### src/design/board_settings.svh
/* Build constants shared by the RTL and the testbench
   UART_CLKS_PER_BIT must be even and at least 4 */
`ifndef BOARD_SETTINGS_SVH
`define BOARD_SETTINGS_SVH

// Register bus geometry
`define REG_ADDR_W 4
`define REG_DATA_W 8

// Read-only identification byte at address 0
`define BOARD_ID 8'hA5

// TMDS on, VCXO on, no PHY reset request
`define EXT_CONFIG_DEFAULT 8'h01

// tx_clk cycles per UART bit
`define UART_CLKS_PER_BIT 16

// PHY reset hold after clock lock
`define PHY_RST_CYCLES 32

`endif

### src/design/board_pkg.sv
/* Register bus types, register map and UART command bytes
   Map entries past REG_SCRATCH read as zero */
`include "board_settings.svh"

package board_pkg;

	typedef logic [`REG_ADDR_W-1:0] reg_addr_t;
	typedef logic [`REG_DATA_W-1:0] reg_data_t;

	// Register map
	typedef enum logic [`REG_ADDR_W-1:0] {
		REG_ID         = 0,
		REG_STATUS     = 1,
		REG_EXT_CONFIG = 2,
		REG_LED        = 3,
		REG_SCRATCH    = 4
	} reg_index_e;

	// First byte of a UART command
	typedef enum logic [7:0] {
		CMD_READ  = 8'h52,
		CMD_WRITE = 8'h57
	} uart_cmd_e;

endpackage

### src/design/board_base.sv
/* Portable board control plane in the tx_clk domain
   SPI and UART masters share the register file through one arbiter */
module board_base (
	input  logic                 tx_clk,
	input  logic                 rst_n,
	input  logic                 clk_locked,
	input  logic                 sclk,
	input  logic                 csb,
	input  logic                 mosi,
	output logic                 miso,
	input  logic                 fpga_txd,
	output logic                 fpga_rxd,
	output logic                 phy_rstn,
	output logic                 vcxo_en,
	output logic                 tmds_enable,
	output board_pkg::reg_data_t led
);
	import board_pkg::*;

	logic spi_req;
	logic spi_we;
	logic spi_ack;
	reg_addr_t spi_addr;
	reg_data_t spi_wdata;
	reg_data_t spi_rdata;
	logic uart_req;
	logic uart_we;
	logic uart_ack;
	reg_addr_t uart_addr;
	reg_data_t uart_wdata;
	reg_data_t uart_rdata;
	logic reg_en;
	logic reg_we;
	reg_addr_t reg_addr;
	reg_data_t reg_wdata;
	reg_data_t reg_rdata;
	logic phy_rst_req;

	// Microcontroller side
	mmc_spi_bridge spi_bridge (
		.tx_clk(tx_clk), .rst_n(rst_n),
		.sclk(sclk), .csb(csb), .mosi(mosi), .miso(miso),
		.req(spi_req), .we(spi_we), .addr(spi_addr), .wdata(spi_wdata),
		.ack(spi_ack), .rdata(spi_rdata)
	);

	// USB UART side
	uart_cmd_bridge uart_bridge (
		.tx_clk(tx_clk), .rst_n(rst_n),
		.fpga_txd(fpga_txd), .fpga_rxd(fpga_rxd),
		.req(uart_req), .we(uart_we), .addr(uart_addr), .wdata(uart_wdata),
		.ack(uart_ack), .rdata(uart_rdata)
	);

	reg_bus_arbiter arbiter (
		.tx_clk(tx_clk), .rst_n(rst_n),
		.spi_req(spi_req), .spi_we(spi_we), .spi_addr(spi_addr),
		.spi_wdata(spi_wdata), .spi_ack(spi_ack), .spi_rdata(spi_rdata),
		.uart_req(uart_req), .uart_we(uart_we), .uart_addr(uart_addr),
		.uart_wdata(uart_wdata), .uart_ack(uart_ack), .uart_rdata(uart_rdata),
		.reg_en(reg_en), .reg_we(reg_we), .reg_addr(reg_addr),
		.reg_wdata(reg_wdata), .reg_rdata(reg_rdata)
	);

	board_regs regs (
		.tx_clk(tx_clk), .rst_n(rst_n),
		.reg_en(reg_en), .reg_we(reg_we), .reg_addr(reg_addr),
		.reg_wdata(reg_wdata), .reg_rdata(reg_rdata),
		.clk_locked(clk_locked), .phy_rstn(phy_rstn),
		.led(led), .vcxo_en(vcxo_en), .tmds_enable(tmds_enable),
		.phy_rst_req(phy_rst_req)
	);

	phy_reset_seq phy_seq (
		.tx_clk(tx_clk), .rst_n(rst_n),
		.clk_locked(clk_locked), .phy_rst_req(phy_rst_req),
		.phy_rstn(phy_rstn)
	);

endmodule

### src/design/board_regs.sv
/* Board control registers on an 8-bit bus with combinational read data
   Writes to read-only or unmapped addresses are dropped */
`include "board_settings.svh"

module board_regs (
	input  logic                 tx_clk,
	input  logic                 rst_n,
	input  logic                 reg_en,
	input  logic                 reg_we,
	input  board_pkg::reg_addr_t reg_addr,
	input  board_pkg::reg_data_t reg_wdata,
	output board_pkg::reg_data_t reg_rdata,
	input  logic                 clk_locked,
	input  logic                 phy_rstn,
	output board_pkg::reg_data_t led,
	output logic                 vcxo_en,
	output logic                 tmds_enable,
	output logic                 phy_rst_req
);
	import board_pkg::*;

	reg_data_t ext_config;
	reg_data_t scratch;

	always_ff @(posedge tx_clk) begin
		if (!rst_n) begin
			ext_config <= `EXT_CONFIG_DEFAULT;
			led <= '0;
			scratch <= '0;
		end else if (reg_en && reg_we) begin
			case (reg_addr)
				REG_EXT_CONFIG: ext_config <= reg_wdata;
				REG_LED:        led <= reg_wdata;
				REG_SCRATCH:    scratch <= reg_wdata;
				default:        ;
			endcase
		end
	end

	always_comb begin
		case (reg_addr)
			REG_ID:         reg_rdata = `BOARD_ID;
			REG_STATUS:     reg_rdata = {{(`REG_DATA_W - 2){1'b0}}, phy_rstn, clk_locked};
			REG_EXT_CONFIG: reg_rdata = ext_config;
			REG_LED:        reg_rdata = led;
			REG_SCRATCH:    reg_rdata = scratch;
			default:        reg_rdata = '0;
		endcase
	end

	// Board controls from ext_config
	assign tmds_enable = ext_config[0];
	assign vcxo_en = ~ext_config[1];
	assign phy_rst_req = ext_config[2];

endmodule

### src/design/mmc_spi_bridge.sv
/* SPI mode 0 slave, 16-bit frames, sampled on tx_clk
   sclk half-periods must be 16 or more tx_clk cycles for read data to be ready */
module mmc_spi_bridge (
	input  logic                 tx_clk,
	input  logic                 rst_n,
	input  logic                 sclk,
	input  logic                 csb,
	input  logic                 mosi,
	input  logic                 ack,
	input  board_pkg::reg_data_t rdata,
	output logic                 miso,
	output logic                 req,
	output logic                 we,
	output board_pkg::reg_addr_t addr,
	output board_pkg::reg_data_t wdata
);
	import board_pkg::*;

	logic [2:0] sclk_q;
	logic [1:0] csb_q;
	logic [1:0] mosi_q;
	logic sclk_rise;
	logic sclk_fall;
	logic active;
	logic [4:0] bit_cnt;
	logic [14:0] shift_in;
	logic [15:0] frame;
	logic hdr_read;
	logic frm_write;
	logic out_phase;
	reg_data_t out_shift;

	assign active = !csb_q[1];
	assign sclk_rise = active && sclk_q[1] && !sclk_q[2];
	assign sclk_fall = active && !sclk_q[1] && sclk_q[2];
	// Frame including the bit being sampled now
	assign frame = {shift_in, mosi_q[1]};
	assign hdr_read = sclk_rise && bit_cnt == 5'd7 && frame[7];
	assign frm_write = sclk_rise && bit_cnt == 5'd15 && !frame[15];
	// Read byte goes out during bits 8 to 15
	assign out_phase = bit_cnt >= 5'd8 && bit_cnt <= 5'd15;

	always_ff @(posedge tx_clk) begin
		if (!rst_n) begin
			sclk_q <= 3'b000;
			csb_q <= 2'b11;
			mosi_q <= 2'b00;
			bit_cnt <= '0;
			miso <= 1'b0;
			req <= 1'b0;
		end else begin
			sclk_q <= {sclk_q[1:0], sclk};
			csb_q <= {csb_q[0], csb};
			mosi_q <= {mosi_q[0], mosi};
			if (ack) begin
				req <= 1'b0;
			end
			if (hdr_read || frm_write) begin
				req <= 1'b1;
			end
			if (!active) begin
				// Abort, a pending request still completes
				bit_cnt <= '0;
				miso <= 1'b0;
			end else if (sclk_rise && bit_cnt != 5'd16) begin
				bit_cnt <= bit_cnt + 5'd1;
			end else if (sclk_fall) begin
				miso <= out_phase ? out_shift[7] : 1'b0;
			end
		end
	end

	always_ff @(posedge tx_clk) begin
		if (sclk_rise) begin
			shift_in <= frame[14:0];
		end
		if (hdr_read) begin
			we <= 1'b0;
			addr <= frame[3:0];
		end else if (frm_write) begin
			we <= 1'b1;
			addr <= frame[11:8];
			wdata <= frame[7:0];
		end
		if (ack && !we) begin
			out_shift <= rdata;
		end else if (sclk_rise && bit_cnt == 5'd7) begin
			out_shift <= '0;
		end else if (sclk_fall && out_phase) begin
			out_shift <= {out_shift[6:0], 1'b0};
		end
	end

endmodule

### src/design/phy_reset_seq.sv
/* PHY reset release, PHY_RST_CYCLES after lock with no reset request
   clk_locked is taken as already in the tx_clk domain */
`include "board_settings.svh"

module phy_reset_seq (
	input  logic tx_clk,
	input  logic rst_n,
	input  logic clk_locked,
	input  logic phy_rst_req,
	output logic phy_rstn
);
	localparam int CNT_W = $clog2(`PHY_RST_CYCLES);
	localparam logic [CNT_W-1:0] RELOAD = CNT_W'(`PHY_RST_CYCLES - 1);

	logic release_ok;
	logic [CNT_W-1:0] count;

	assign release_ok = clk_locked && !phy_rst_req;

	always_ff @(posedge tx_clk) begin
		if (!rst_n) begin
			count <= RELOAD;
			phy_rstn <= 1'b0;
		end else if (!release_ok) begin
			// Any failed condition restarts the hold
			count <= RELOAD;
			phy_rstn <= 1'b0;
		end else if (count != '0) begin
			count <= count - 1'b1;
		end else begin
			phy_rstn <= 1'b1;
		end
	end

endmodule

### src/design/reg_bus_arbiter.sv
/* Two-master round-robin arbiter for the register port, one access in flight
   Masters must drop req in the cycle after ack */
module reg_bus_arbiter (
	input  logic                 tx_clk,
	input  logic                 rst_n,
	input  logic                 spi_req,
	input  logic                 spi_we,
	input  board_pkg::reg_addr_t spi_addr,
	input  board_pkg::reg_data_t spi_wdata,
	output logic                 spi_ack,
	output board_pkg::reg_data_t spi_rdata,
	input  logic                 uart_req,
	input  logic                 uart_we,
	input  board_pkg::reg_addr_t uart_addr,
	input  board_pkg::reg_data_t uart_wdata,
	output logic                 uart_ack,
	output board_pkg::reg_data_t uart_rdata,
	output logic                 reg_en,
	output logic                 reg_we,
	output board_pkg::reg_addr_t reg_addr,
	output board_pkg::reg_data_t reg_wdata,
	input  board_pkg::reg_data_t reg_rdata
);
	import board_pkg::*;

	// Last winner, also routes ack for the access in flight
	logic gnt_uart;
	logic idle;
	logic pick_uart;
	reg_data_t rdata_q;

	// No grant while an access or its ack is under way
	assign idle = !reg_en && !spi_ack && !uart_ack;
	assign pick_uart = uart_req && (!spi_req || !gnt_uart);
	assign spi_rdata = rdata_q;
	assign uart_rdata = rdata_q;

	always_ff @(posedge tx_clk) begin
		if (!rst_n) begin
			reg_en <= 1'b0;
			spi_ack <= 1'b0;
			uart_ack <= 1'b0;
			gnt_uart <= 1'b0;
		end else begin
			spi_ack <= reg_en && !gnt_uart;
			uart_ack <= reg_en && gnt_uart;
			reg_en <= idle && (spi_req || uart_req);
			if (idle && (spi_req || uart_req)) begin
				gnt_uart <= pick_uart;
			end
		end
	end

	always_ff @(posedge tx_clk) begin
		if (idle) begin
			reg_we <= pick_uart ? uart_we : spi_we;
			reg_addr <= pick_uart ? uart_addr : spi_addr;
			reg_wdata <= pick_uart ? uart_wdata : spi_wdata;
		end
		if (reg_en) begin
			rdata_q <= reg_rdata;
		end
	end

endmodule

### src/design/uart_cmd_bridge.sv
/* 8N1 UART command bridge: 'W' addr data writes, 'R' addr reads and replies
   A read reply is sent only if the transmitter is idle when ack arrives */
`include "board_settings.svh"

module uart_cmd_bridge (
	input  logic                 tx_clk,
	input  logic                 rst_n,
	input  logic                 fpga_txd,
	input  logic                 ack,
	input  board_pkg::reg_data_t rdata,
	output logic                 fpga_rxd,
	output logic                 req,
	output logic                 we,
	output board_pkg::reg_addr_t addr,
	output board_pkg::reg_data_t wdata
);
	import board_pkg::*;

	localparam int CLKS = `UART_CLKS_PER_BIT;
	localparam int CNT_W = $clog2(CLKS);

	typedef enum logic [1:0] {P_CMD, P_ADDR, P_DATA} parse_e;

	logic [1:0] rxd_q;
	logic rxd;
	logic rx_busy;
	logic [CNT_W-1:0] rx_cnt;
	logic [3:0] rx_bit;
	logic rx_tick;
	logic rx_sample;
	logic rx_valid;
	logic [7:0] rx_shift;
	parse_e state;
	logic is_write;
	logic [CNT_W-1:0] tx_cnt;
	logic [3:0] tx_left;
	logic [9:0] tx_shift;
	logic tx_start;
	logic tx_step;

	assign rxd = rxd_q[1];
	assign rx_tick = rx_busy && rx_cnt == '0;
	// Data bits are 1 to 8, LSB first
	assign rx_sample = rx_tick && rx_bit != 4'd0 && rx_bit != 4'd9;
	assign tx_step = tx_cnt == '0 && tx_left != 4'd0;
	assign tx_start = tx_cnt == '0 && tx_left == 4'd0 && ack && !we;

	always_ff @(posedge tx_clk) begin
		if (!rst_n) begin
			rxd_q <= 2'b11;
			rx_busy <= 1'b0;
			rx_cnt <= '0;
			rx_bit <= '0;
			rx_valid <= 1'b0;
			state <= P_CMD;
			is_write <= 1'b0;
			req <= 1'b0;
			tx_cnt <= '0;
			tx_left <= '0;
			fpga_rxd <= 1'b1;
		end else begin
			rxd_q <= {rxd_q[0], fpga_txd};
			rx_valid <= 1'b0;
			if (!rx_busy) begin
				if (!rxd) begin
					rx_busy <= 1'b1;
					rx_cnt <= CNT_W'(CLKS / 2 - 1);
					rx_bit <= '0;
				end
			end else if (rx_cnt != '0) begin
				rx_cnt <= rx_cnt - 1'b1;
			end else begin
				rx_cnt <= CNT_W'(CLKS - 1);
				rx_bit <= rx_bit + 4'd1;
				// Start bit high again at mid-bit is a glitch
				if (rx_bit == 4'd0 && rxd) begin
					rx_busy <= 1'b0;
				end
				if (rx_bit == 4'd9) begin
					rx_busy <= 1'b0;
					rx_valid <= rxd;
				end
			end

			if (ack) begin
				req <= 1'b0;
			end
			if (rx_valid) begin
				case (state)
					P_CMD: begin
						if (rx_shift == CMD_WRITE) begin
							is_write <= 1'b1;
							state <= P_ADDR;
						end else if (rx_shift == CMD_READ) begin
							is_write <= 1'b0;
							state <= P_ADDR;
						end
					end
					P_ADDR: begin
						if (is_write) begin
							state <= P_DATA;
						end else begin
							state <= P_CMD;
							req <= 1'b1;
						end
					end
					default: begin
						state <= P_CMD;
						req <= 1'b1;
					end
				endcase
			end

			if (tx_cnt != '0) begin
				tx_cnt <= tx_cnt - 1'b1;
			end else if (tx_step) begin
				fpga_rxd <= tx_shift[0];
				tx_left <= tx_left - 4'd1;
				tx_cnt <= CNT_W'(CLKS - 1);
			end else if (tx_start) begin
				tx_left <= 4'd10;
			end
		end
	end

	always_ff @(posedge tx_clk) begin
		if (rx_sample) begin
			rx_shift <= {rxd, rx_shift[7:1]};
		end
		if (rx_valid && state == P_ADDR) begin
			addr <= reg_addr_t'(rx_shift);
			we <= is_write;
		end
		if (rx_valid && state == P_DATA) begin
			wdata <= rx_shift;
		end
		// Stop, data, start; shifted out from bit 0
		if (tx_start) begin
			tx_shift <= {1'b1, rdata, 1'b0};
		end else if (tx_step) begin
			tx_shift <= {1'b1, tx_shift[9:1]};
		end
	end

endmodule

### config.mk
export PLATFORM = sky130hd
export DESIGN_NAME = board_base
export DESIGN_NICKNAME = d
export VERILOG_FILES = /design/src/design/board_pkg.sv /design/src/design/board_base.sv /design/src/design/board_regs.sv /design/src/design/mmc_spi_bridge.sv /design/src/design/phy_reset_seq.sv /design/src/design/reg_bus_arbiter.sv /design/src/design/uart_cmd_bridge.sv
export VERILOG_INCLUDE_DIRS = /design/src /design/src/design
export SDC_FILE = /design/constraint.sdc
export NUM_CORES = 1
export LEC_CHECK = 0
export BUFFER_PORTS_ARGS = -buffer_cell sky130_fd_sc_hd__buf_2
export CORE_MARGIN = 3
export CORE_UTILIZATION = 50
export DETAILED_ROUTE_END_ITERATION = 10
export GPL_TIMING_DRIVEN = 0
export HOLD_SLACK_MARGIN = 0.03
export PLACE_DENSITY = 0.75
export SLEW_MARGIN = 20
export SYNTH_ARGS = -nofsm -noshare
export SYNTH_HDL_FRONTEND = slang
export SYNTH_SLANG_ARGS = --single-unit
### constraint.sdc
create_clock -name tx_clk -period 2.8 [get_ports tx_clk]
set_input_delay 0.56 -clock tx_clk [delete_from_list [all_inputs] [get_ports tx_clk]]
set_output_delay 0.56 -clock tx_clk [all_outputs]
set_load 0.01 [all_outputs]
== Word level (Yosys, flattened, before mapping) ==
Cells that the tools add are included.
W data, S select, Z words.

* Input port bits: 7
* Word-level logic and storage cells: 186
* Register bits after elaboration: 160
* Output and inout port bits: 13

* Bitwise gates (word level): 7
* Mux-type cells: 39
* Reductions and logical operators: 75
* $lt $le $gt $ge: 2
* Equal/unequal tests: 16
* Add/sub/neg operators: 6

{| class="wikitable"
|+ Operator list
! kind !! count
|-
| $mux W4 || 13
|-
| $pmux W8 S5 || 1
|-
| $mux W8 || 4
|-
| $logic_and A1 B1 Y1 || 30
|-
| $logic_not A4 Y1 || 5
|-
| $reduce_and A2 Y1 || 10
|-
| $mux W9 || 2
|-
| $eq A8 B7 Y1 const B || 2
|-
| $reduce_bool A4 Y1 || 4
|-
| $mux W1 || 14
|-
| $logic_not A1 Y1 || 12
|-
| $sub A4 B1 Y4 const B || 3
|-
| $reduce_bool A2 Y1 || 5
|-
| $eq A4 B2 Y1 const B || 2
|-
| $not A1 Y1 || 7
|-
| $mux W2 || 3
|-
| $add A5 B1 Y5 const B || 1
|-
| $eq A5 B3 Y1 const B || 1
|-
| $eq A5 B4 Y1 const B || 1
|-
| $ge A5 B4 Y1 const B || 1
|-
| $le A5 B4 Y1 const B || 1
|-
| $ne A5 B5 Y1 const B || 1
|-
| $reduce_bool A5 Y1 || 1
|-
| $sub A5 B1 Y5 const B || 1
|-
| 17 further kinds || 20
|}

== Longest topological paths before layout ==
Gate-level depths: netlist of run 1.

* Depth in word-level cells: 7
* Mapped depth: 7
* Depth with buffers taken out: 6

== Hierarchy ==
Synthesis of run 1 repeated with hierarchy kept, for this count alone.

* Cells, all modules: 540
* Area, all modules: 6660.1 um2

{| class="wikitable"
|+ Modules (own cells, without submodules)
! module !! cells an instance !! area an instance (um2) !! sequential area each (um2) !! times used
|-
| uart_cmd_bridge || 200 || 2321.0 || 1391.3 || 1
|-
| mmc_spi_bridge || 134 || 1898.1 || 1351.3 || 1
|-
| board_regs || 121 || 1162.4 || 480.5 || 1
|-
| reg_bus_arbiter || 56 || 993.5 || 710.7 || 1
|-
| phy_reset_seq || 29 || 285.3 || 120.1 || 1
|}

== Least setup slack after synthesis of run 1 ==
Ideal clock, no wire load.

* Path kind: reg2reg
* From: register arbiter.reg_en
* To: register arbiter.gnt_uart
* Period minus slack after synthesis: 2044 ps
* Library setup time: 91 ps
* Slack: 756 ps
* Stages on the path, launching flop included: 4
* Data arrival time: 1953 ps
* Required time: 2709 ps
* Buffers on the path: 0
* Cell sequence: dfxtp_1 > nor3_1 > a21oi_1 > a311oi_1

* Cells in the longest elaborated chain, start to end: 4

{| class="wikitable"
|+ RTL lines
! element !! line !! text
|-
| from (decl) || reg_bus_arbiter.sv:18 || <nowiki>output logic reg_en,</nowiki>
|-
| from (signal assigned) || reg_bus_arbiter.sv:47 || <nowiki>reg_en <= idle && (spi_req || uart_req);</nowiki>
|-
| $logic_not A1 Y1 || reg_bus_arbiter.sv:33 || <nowiki>assign idle = !reg_en && !spi_ack && !uart_ack;</nowiki>
|-
| $logic_and A1 B1 Y1 (2 in a row) || reg_bus_arbiter.sv:33 ||
|-
| named net arbiter.idle || reg_bus_arbiter.sv:28 || <nowiki>logic idle;</nowiki>
|-
| $logic_and A1 B1 Y1 || reg_bus_arbiter.sv:48 || <nowiki>if (idle && (spi_req || uart_req)) begin</nowiki>
|-
| to (signal assigned) || reg_bus_arbiter.sv:49 || <nowiki>gnt_uart <= pick_uart;</nowiki>
|-
| to (decl) || reg_bus_arbiter.sv:27 || <nowiki>logic gnt_uart;</nowiki>
|}

The timed path passes the listed nets, and every way through them passes these cells.
A chain may end at the register's enable or synchronous reset.

== Final worst setup path of run 1 ==
* From: register uart_bridge.tx_left[0]
* To: register uart_bridge.tx_shift[7], enable pin

* Cells in the longest elaborated chain, start to end: 5
* Elaborated cells between the ends (all ways): 7
* Classes of those cells: 7 x reduce/logical

{| class="wikitable"
|+ RTL lines
! element !! line !! text
|-
| from (decl) || uart_cmd_bridge.sv:36 || <nowiki>logic [3:0] tx_left;</nowiki>
|-
| from (signal assigned) || uart_cmd_bridge.sv:118 || <nowiki>tx_left <= tx_left - 4'd1;</nowiki>
|-
| $logic_not A4 Y1 || uart_cmd_bridge.sv:46 || <nowiki>assign tx_start = tx_cnt == '0 && tx_left == 4'd0 && ack && !we;</nowiki>
|-
| $logic_and A1 B1 Y1 (3 in a row) || uart_cmd_bridge.sv:46 ||
|-
| $reduce_bool A2 Y1 (no line) * || n/a ||
|-
| to (signal assigned) || uart_cmd_bridge.sv:139 || <nowiki>tx_shift <= {1'b1, rdata, 1'b0};</nowiki>
|-
| to (signal assigned) || uart_cmd_bridge.sv:141 || <nowiki>tx_shift <= {1'b1, tx_shift[9:1]};</nowiki>
|-
| to (decl) || uart_cmd_bridge.sv:37 || <nowiki>logic [9:0] tx_shift;</nowiki>
|}

Every way passes the cells marked *; elsewhere a longest branch is shown, timed or not.

==> summary.md, run 1 <==
| Metric | Value |
|---|---|
| Routability Congestion | between 0.8 and 0.9 |
| IR drop worst, VDD | approximately 0.00044 V |
| Crit share post-route | 75.28% |
| Unique masters post-synth | 68 |
| Max_cap viols | 0 |
| Nets | just over 600 |
| Leak | between 2 and 3 nW |
| CP Capture Type | register |
| Most instantiated library cell after synthesis | edfxtp_1 |
| Cts hold-fix bufs | 0 |
| Setup TNS | 0 ns |
| Syn Area/Cell | approximately 12 µm² |
| Starting DRT DRC Count | between 400 and 500 |
| Startpoint types | register |
| First-pass GRT wire length | approximately 22,000 µm |
| CTS Buf Count | 17 |
| Synth Net Count | just under 600 |
| Post-synth top cells | edfxtp_1 (85), dfxtp_1 (75), o21ai_0 (45) |
| CP top delay family | simple AND/OR/NAND/NOR gates |
| Final hold viol count | 0 |
| Flop-to-flop setup slack | about 0.69 ns |
| Max Clk Rate | 474.4 MHz |
| Port Buffers | 19 |
| Die Wd | between 100 and 150 µm |
| Synthesized area | approximately 6600 µm² |
| Hold endpoint | spi_bridge.csb_q[0]$_SDFF_PN1_ |
| H-tree depth | 4 |
| Reg-to-Reg End | uart_bridge.tx_shift[7]$_DFFE_PP_ |
| Via count | between 4k and 5k |
| Top post-synthesis cells by area | edfxtp_1 (39%), dfxtp_1 (23%), o21ai_0 (3.4%) |
| Slew @ Worst Pin | 0.7615 ns |
| Routed WL per cell | ~17 µm |
| # fillers | approximately 1k |
| Number of synthesized flops with an enable pin | between 80 and 90 |
| TritonCTS clock tree | yes |
| Core area | roughly 13,000 µm² |
| Initial antenna violation count | 0 |
| Crit path max fanout | 8 |
| GR Util All Layers | 19.18% |
| Die area | around 15,000 µm² |
| Total grt overflow | 0 |
| CP Data Required Time | 2.92 ns |
| Hold_sp | csb |
| Slowest cell on crit path | or3b_1 |
| RSZ-0062 raised after global routing | false |
| Ports | 20 |
| Antenna-violating nets left | 0 |
| Final instance area | between 7000 and 8000 µm² |
| Clock transition at path regs | 0.06 ns |
| WHS Path Cells | 2 |
| Setup Buffers After CTS | 0 |
| DRC errors left | 0 |
| Top_reg_cell synth | edfxtp_1 |
| HP Class | input pin to register |
| Dpl cell area | a little under 7000 µm² |
| Vias in the first global route | ~4.3k |
| Path depth of the worst reg2reg path | 6 |
| Final critical-path required period | 2.108 ns |
| ANT cells | 0 |
| Post-DP HPWL | 9322 µm |
| Cells after Synth | approximately 560 |
| Status | finished, final reports clean |
| Clk sinks | between 150 and 200 |
| Initial Util | 51.80% |
| Clock Skews | around 0.0085 ns |
| CP peak stage delay | 0.38 ns |
| Yosys top cell area share | 38.58% |
| Crit-path cells | inv_1 -> ha_1 -> or3b_1 -> buf_6 -> nor4b_4 -> or2_2 |
| Buf/Inv on CP | 2 |
| Site Rows | 41 |
| FF+latch count, synth | 160 |
| Layout cells sized above 1 | between 15 and 20% |
| Post-cts resize count | 0 |
| Seq. cell area | just over 4000 µm² |
| Cell taking the most area after synthesis | edfxtp_1 |
| Sequential area share after synthesis | 61.27% |
| WP data arrival | between 2 and 2.5 ns |
| Setup CP Type | register to register |
| Vias/cell | ~5.8 |
| Routed WL | 13,240 µm |
| Detailed Routing Iterations Pass 1 | 5 |
| Area Overhead vs Synth | 13.48% |
| Clock latency on the worst-skew pair | 0.43 ns |
| Rel. slew slack | between 40% and 50% |
| Pwr dens | about 700 nW/µm² |
| Final Setup Violations | 0 |
| Footprint of the multi-input gates | ~2300 µm² |
| Pin count of the biggest net entering global routing | 19 |
| Slew Viols, Final | 0 |
| Post-synth ARST share | 0% |
| Syn. warnings | 0 |
| Clock tree buffer depth | 2 |
| Root buf cell | clkbuf_16 |
| FF-to-FF Start | uart_bridge.tx_left[0]$_SDFFE_PN0P_ |
| DIE HEIGHT | between 100 and 150 µm |
-- worst reg2reg max path, cell delays in order (launching register included) --
cell and delay (ns):
dfxtp_1 0.33, inv_1 0.08, ha_1 0.25, or3b_1 0.38, buf_6 0.15, nor4b_4 0.33
or2_2 0.29
-- metrics by stage --
step | power [mW] | worst slack, ns | instances | utilization, % | hold slack [ns]
6_report | 5.229 | 0.6922 | 786 | 58.78 | 0.3151
5_1_grt | 5.426 | 0.6035 | 786 | 58.78 | 0.3062
3_3_place_gp | 3.036 | 0.3809 | 754 | 54.23 | 0.3900
3_5_place_dp | 3.063 | 0.4313 | 755 | 54.32 | 0.3956
2_1_floorplan | 2.958 | 0.7556 | 563 | - | 0.3863
4_1_cts | 5.256 | 0.7296 | 786 | 58.78 | 0.3043
-- report_power, final --
part           internal [mW]  switching (mW)  total, mW
Sequential              2.53          0.0573       2.59
Clock                   1.30           0.911       2.21
Combinational          0.183           0.243      0.426
-- sequential cells by signal, summed over array words and instances, names as in the netlist, 5 cells and up --
name / flops
phy_seq.count: 5
spi_bridge.out_shift: 8
regs.scratch: 8
uart_bridge.rx_shift: 8
spi_bridge.bit_cnt: 5
uart_bridge.tx_shift: 9
regs.led: 8
spi_bridge.shift_in: 15
arbiter.spi_rdata: 8
arbiter.reg_wdata: 8
uart_bridge.wdata: 8
spi_bridge.wdata: 8
regs.ext_config: 8
-- per-layer routing --
metal	wire (µm)	up-vias	GRT usage [%]
met4	252	0	7.295
met3	630	23	5.315
li1	-	2163	-
met5	0	-	0
met2	6404	138	30.77
met1	5951	2209	24.82
-- placed cells by master, fill, tap and decap left out, drive strengths merged, types with 17 or more instances in the layout --
| cell | Yosys | routed |
|---|---|---|
| a21oi | 36 | 36 |
| edfxtp | 85 | 85 |
| mux2 | 19 | 19 |
| nand2 | 33 | 33 |
| dfxtp | 75 | 75 |
| nand2b | 17 | 17 |
| inv | 21 | 22 |
| clkbuf | 20 | 37 |
| buf | 10 | 30 |
| nand3 | 41 | 41 |
| o21ai | 45 | 45 |
-- final cells by class --
type | count | area share, %
flip-flops and latches | 160 | 53.99
multi-input cells | 351 | 31.18
clock buffers | 17 | 5.666
well taps | 172 | 2.866
clock inverters | 14 | 1.916
plain buffers | 30 | 1.916
repair buffers | 20 | 1.366
inverters | 22 | 1.100
-- worst max-delay path by stage --
stage,startpoint,endpoint,slack (ns),cells after the start
final,uart_bridge.tx_left[0]$_SDFFE_PN0P_,uart_bridge.tx_shift[7]$_DFFE_PP_,0.69,6
after CTS,uart_bridge.tx_left[0]$_SDFFE_PN0P_,uart_bridge.tx_shift[7]$_DFFE_PP_,0.73,6
after detailed placement,rst_n,uart_bridge.tx_cnt[3]$_SDFFE_PN0P_,0.43,5
after floorplan,arbiter.reg_en$_SDFF_PN0_,arbiter.gnt_uart$_SDFFE_PN0P_,0.76,3
after global placement,arbiter.reg_en$_SDFF_PN0_,arbiter.gnt_uart$_SDFFE_PN0P_,0.38,3
after global routing,spi_bridge.sclk_q[1]$_SDFF_PN0_,spi_bridge.out_shift[7]$_DFFE_PP_,0.60,5
-- cell families (layout without fill, tap and decap cells) --
| family | after synthesis | in the layout | synth area share [%] |
|---|---|---|---|
| fa+ha+maj | 12 | 12 | 2.269 |
| buf+inv | 52 | 103 | 3.423 |
| simple gates | 173 | 173 | 15.26 |
| xor+xnor | 4 | 4 | 0.5294 |
| flops | 160 | 160 | 61.27 |
| compound gates | 138 | 138 | 13.26 |
| mux | 24 | 24 | 3.990 |
No activity file was read; power rests on OpenSTA's default activity.
==> inputs of run 2 (changes only) <==
- PLACE_DENSITY: 0.75 -> 0.78
- clock period: 2.8 -> 1.9 ns (I/O delays scaled with it)
==> summary.md, run 2 (synthesized netlist as in run 1, its figures left out) <==
| Metric | Value |
|---|---|
| Setup CP Type | register to register |
| Hold_sp | fpga_txd |
| Final instance area | between 7000 and 8000 µm² |
| Via count | around 4.6k |
| Max reg flops | 15 |
| Pwr dens | around 1100 nW/µm² |
| DIE HEIGHT | ~120 µm |
| Final Setup Violations | 0 |
| DR WL met3 | approximately 820 µm |
| Crit path max fanout | 8 |
| CP Capture Type | register |
| Clock transition at path regs | around 0.060 ns |
| Metal-1 WL | slightly below 6000 µm |
| Final hold viol count | 0 |
| Total grt overflow | 0 |
| Initial Util | ~52% |
| Clk sinks | 160 |
| Most common cell after layout, fill and taps aside | edfxtp_1 |
| Status | finished, final reports clean |
| Max Clk Rate | between 500 and 600 MHz |
| Max_cap viols | 0 |
| Area Overhead vs Synth | 16.15% |
| ANT cells | 0 |
| Setup TNS | 0 ns |
| Startpoint types | register |
| Flop pwr share | approximately 47% |
| IR drop worst, VDD | ~0.00057 V |
| CP peak stage delay | 0.40 ns |
| RSZ-0062 raised after global routing | true |
| FF-to-FF Start | uart_bridge.tx_cnt[0]$_SDFFE_PN0P_ |
| Clock group share of total power | 43.7% |
| Cell Int Power | approximately 6.3 mW |
| Sw Share | roughly 23% |
| Site Rows | 41 |
| Vias in the first global route | approximately 4.4k |
| Nets | 624 |
| Die area | 14,650 µm² |
| WHS Path Cells | 2 |
| WP data arrival | roughly 2.0 ns |
| CTS Buf Count | 17 |
| Slew Viols, Final | 0 |
| Detailed Routing Iterations Pass 1 | 5 |
| Most frequent cells in the layout | edfxtp_1 (85), dfxtp_1 (68), o21ai_0 (44) |
| Slew @ Worst Pin | 0.6969 ns |
| Root buf cell | clkbuf_16 |
| # fillers | roughly 1.0k |
| Routed WL per cell | between 15 and 20 µm |
| TritonCTS clock tree | yes |
| Ports | 20 |
| First-pass GRT wire length | about 22,000 µm |
| Slowest cell on crit path | or3b_4 |
| Port Buffers | 19 |
| CP Data Required Time | between 2 and 2.5 ns |
| Combinational power share | a little under a tenth |
| Clock latency on the worst-skew pair | ~0.43 ns |
| Top sig layer | met4 |
| GR Util All Layers | roughly a fifth |
| Initial antenna violation count | 0 |
| Leak | about 2.7 nW |
| Sw power | about 1.9 mW |
| Routability Congestion | between 0.9 and 1 |
| Clock Skews | 0.009422 ns |
| Dpl cell area | ~6900 µm² |
| HP Class | input pin to register |
| Clock tree buffer depth | 2 |
| Path depth of the worst reg2reg path | 5 |
| Top Registers | spi_bridge.shift_in: 15 flops, uart_bridge.tx_shift: 9 flops |
| Post-DP HPWL | between 9000 and 10,000 µm |
| Final critical-path required period | 1.847 ns |
| Starting DRT DRC Count | between 400 and 500 |
| Worst Setup SP | uart_bridge.tx_cnt[0]$_SDFFE_PN0P_ |
| H-tree depth | 4 |
| Rel. slew slack | roughly 53% |
| Core Util, Final | between 60% and 70% |
| Die Wd | between 100 and 150 µm |
| DRC errors left | 0 |
| Core area | approximately 13,000 µm² |
| Crit share post-route | between 90 and 100% |
| Top reg by flops | spi_bridge.shift_in |
| Vias/cell | about 5.8 |
| Routed wl met2 | slightly below 7000 µm |
| Routed WL | ~14,000 µm |
| Post-layout total power | 8.158 mW |
| Crit-path cells | inv_4 -> ha_4 -> or3b_4 -> nor4b_4 -> or2_4 |
| Pin count of the biggest net entering global routing | 19 |
| Layout cells sized above 1 | approximately a fifth |
| Antenna-violating nets left | 0 |
-- run 2: changes by cell type in the layout (fill, tap and decap cells not counted), sizes merged --
cell and change:
buf +4, bufinv +2, clkinv -2, clkinvlp -1, inv +1
-- run 2: power by group through the flow --
stage	registers (mW)	clock network, mW	logic [mW]
after floorplan	3.87	0	0.492
after global placement	3.88	0	0.592
after detailed placement	3.89	0	0.619
after CTS	3.82	3.61	0.715
after global routing	3.85	3.77	0.849
final	3.84	3.57	0.756
-- run 2: timing repair --
item	in CTS	in global routing
setup buffers	3	3
resized for setup	14	27
pin swaps	5	5
setup endpoints to repair	45	75
hold buffers	0	0
-- run 2: final cells by class --
class,instances,area [µm²],area share (%)
inverter,22,92.59,1.205
timing repair buffer,25,140.1,1.824
clock inverter,14,190.2,2.475
multi-input combinational,351,2422,31.52
sequential,160,4065,52.90
buffer,28,130.1,1.693
tap,172,215.2,2.800
clock buffer,18,429.2,5.585
-- run 2: worst max-delay path: cells and delay by family (launching register included) --
family / cells / cell delay [ns]
adders and majority gates: 1 / 0.13
buffers and inverters: 1 / 0.06
DFF: 1 / 0.36
and+or+nand+nor: 3 / 1.00
-- run 2: path summary, 6_finish.rpt --
path                                                          end  slack, ns
worst max register to register  uart_bridge.tx_shift[6]$_DFFE_PP_       0.05
worst min-delay path              uart_bridge.rxd_q[0]$_SDFF_PN1_       0.13
worst max-delay path            uart_bridge.tx_shift[6]$_DFFE_PP_       0.05
worst min register to register    uart_bridge.rxd_q[1]$_SDFF_PN1_       0.41
-- run 2: metrics by stage --
step | hold WS, ns | worst slack, ns | instances
finish | 0.1320 | 0.05305 | 790
global route | 0.1337 | -0.02189 | 790
CTS | 0.1166 | 0.004199 | 789
detailed placement | 0.3957 | -0.1350 | 754
global placement | 0.3883 | -0.1044 | 754
floorplan | 0.3863 | 0.02272 | 563
-- run 2: routing by layer --
metal  up-vias  track usage [%]
met4         0            7.224
li1       2166                -
met1      2217            24.61
met5         -                0
met3        28            5.548
met2       169            31.92
==> inputs of run 3 (changes only) <==
- PLACE_DENSITY: 0.78 -> 0.75
- SETUP_SLACK_MARGIN: not set -> 0.2
- clock period: 1.9 -> 2.2 ns (I/O delays scaled with it)
==> summary.md, run 3 (synthesized netlist as in run 1, its figures left out) <==
| Metric | Value |
|---|---|
| Rel. slew slack | about half |
| CTS Buf Count | 17 |
| GR Util All Layers | between 10% and 20% |
| Routed WL | 13,630 µm |
| Pin count of the biggest net entering global routing | 19 |
| Max reg flops | 15 |
| CP Capture Type | register |
| Clock transition at path regs | ~0.060 ns |
| Area Overhead vs Synth | 15.30% |
| Vias in the first global route | about 4.4k |
| Crit path max fanout | 8 |
| Hold_sp | fpga_txd |
| First-pass GRT wire length | between 20,000 and 25,000 µm |
| Clk sinks | between 150 and 200 |
| Post-layout total power | around 7 mW |
| WP data arrival | 2.07 ns |
| Most common cell after layout, fill and taps aside | edfxtp_1 |
| Startpoint types | register |
| Routed WL per cell | around 17 µm |
| CP Data Required Time | between 2 and 2.5 ns |
| Site Rows | a little over 40 |
| FF-to-FF Start | spi_bridge.bit_cnt[1]$_SDFFE_PP0P_ |
| DRC errors left | 0 |
| Total grt overflow | 0 |
| TritonCTS clock tree | yes |
| Layout cells sized above 1 | around 18% |
| Starting DRT DRC Count | between 400 and 500 |
| Port Buffers | 19 |
| Core area | between 10,000 and 15,000 µm² |
| # fillers | approximately 1k |
| Status | finished, final reports clean |
| Leak | approximately 2.7 nW |
| ANT cells | 0 |
| Nets | just over 600 |
| Clock Skews | 0.007416 ns |
| Most frequent cells in the layout | edfxtp_1 (85), dfxtp_1 (74), o21ai_0 (45) |
| Ports | 20 |
| Max Clk Rate | 518.9 MHz |
| RSZ-0062 raised after global routing | true |
| Top Registers | spi_bridge.shift_in: 15 flops, uart_bridge.tx_shift: 9 flops |
| Worst Setup SP | spi_bridge.bit_cnt[1]$_SDFFE_PP0P_ |
| Final hold viol count | 0 |
| Pwr dens | between 900 and 1000 nW/µm² |
| Initial Util | 51.80% |
| Slew Viols, Final | 0 |
| Final critical-path required period | 1.927 ns |
| Initial antenna violation count | 0 |
| Clock tree buffer depth | 2 |
| Top reg by flops | spi_bridge.shift_in |
| Slew @ Worst Pin | between 0.7 and 0.8 ns |
| Cts hold-fix bufs | 0 |
| Die Wd | 121.0 µm |
| H-tree depth | 4 |
| Routability Congestion | 0.8733 |
| Clock latency on the worst-skew pair | approximately 0.43 ns |
| Via count | roughly 4.5k |
| Setup TNS | 0 ns |
| Crit share post-route | 87.60% |
| Root buf cell | clkbuf_16 |
| Antenna-violating nets left | 0 |
| Max_cap viols | 0 |
| DIE HEIGHT | roughly 120 µm |
| Post-DP HPWL | between 9000 and 10,000 µm |
| Die area | 14,650 µm² |
| Setup CP Type | register to register |
| HP Class | input pin to register |
| IR drop worst, VDD | ~0.0006 V |
| Vias/cell | around 5.8 |
| Detailed Routing Iterations Pass 1 | 7 |
| Final Setup Violations | 0 |
[run 3: changes by cell type in the layout (fill, tap and decap cells not counted), sizes merged]
cell      before  now
clkinv         6    5
buf           34   31
bufinv         4    5
clkinvlp       3    4
inv           23   22
clkbuf        37   38
[run 3: worst paths after layout]
kind                                       endpoint  slack (ns)  cells after the start
hold reg to reg     uart_bridge.rxd_q[1]$_SDFF_PN1_        0.41                      1
setup / recovery  spi_bridge.out_shift[1]$_DFFE_PP_        0.27                      6
setup reg to reg  spi_bridge.out_shift[1]$_DFFE_PP_        0.27                      6
hold / removal      uart_bridge.rxd_q[0]$_SDFF_PN1_        0.19                      2
[run 3: what timing repair did]
action                                  CTS  global route
endpoints found under the setup margin   28            60
resized for setup                         8             8
pin swaps                                 3             3
buffers inserted                          1             1
[run 3: critical path, cell delays in order, from the launching register on]
cell      delay (ns)
dfxtp_1         0.35
ha_1            0.24
and3_1          0.20
ha_1            0.21
mux2_2          0.28
o211ai_1        0.16
nand2_2         0.21
[run 3: routing by layer]
metal / GRT usage [%] / vias to the layer above / routed length [µm]
met3: 5.175 / 31 / 616
met2: 32.03 / 137 / 6757
met4: 7.507 / 0 / 278
met5: 0 / - / 0
met1: 25.05 / 2201 / 5979
li1: - / 2177 / -
[run 3: metrics by stage]
stage	setup WS, ns	hold slack [ns]	cell area (µm²)	instances	util [%]
finish	0.2728	0.1934	7629	788	59.72
global route	0.1882	0.1855	7629	788	59.72
CTS	0.2157	0.1805	7610	787	59.57
detailed placement	0.06672	0.3972	6932	754	54.27
global placement	0.1725	0.3883	6932	754	54.27
floorplan	0.3227	0.3863	6621	563	-
[run 3: power breakdown]
group	switching, mW	total (mW)	leakage [nW]	internal, mW
Clock	1.17	3.18	0.300	2.01
Sequential	0.0772	3.30	1.40	3.22
Combinational	0.321	0.578	0.960	0.257
[run 3: layout make-up]
type	instances	area, µm²	share of cell area, %
buffer	30	145.1	1.903
clock buffer	18	429.2	5.626
clock inverter	14	215.2	2.821
inverter	22	85.08	1.115
multi-input combinational	351	2374	31.11
sequential	160	4055	53.16
tap	172	215.2	2.821
timing repair buffer	21	110.1	1.443
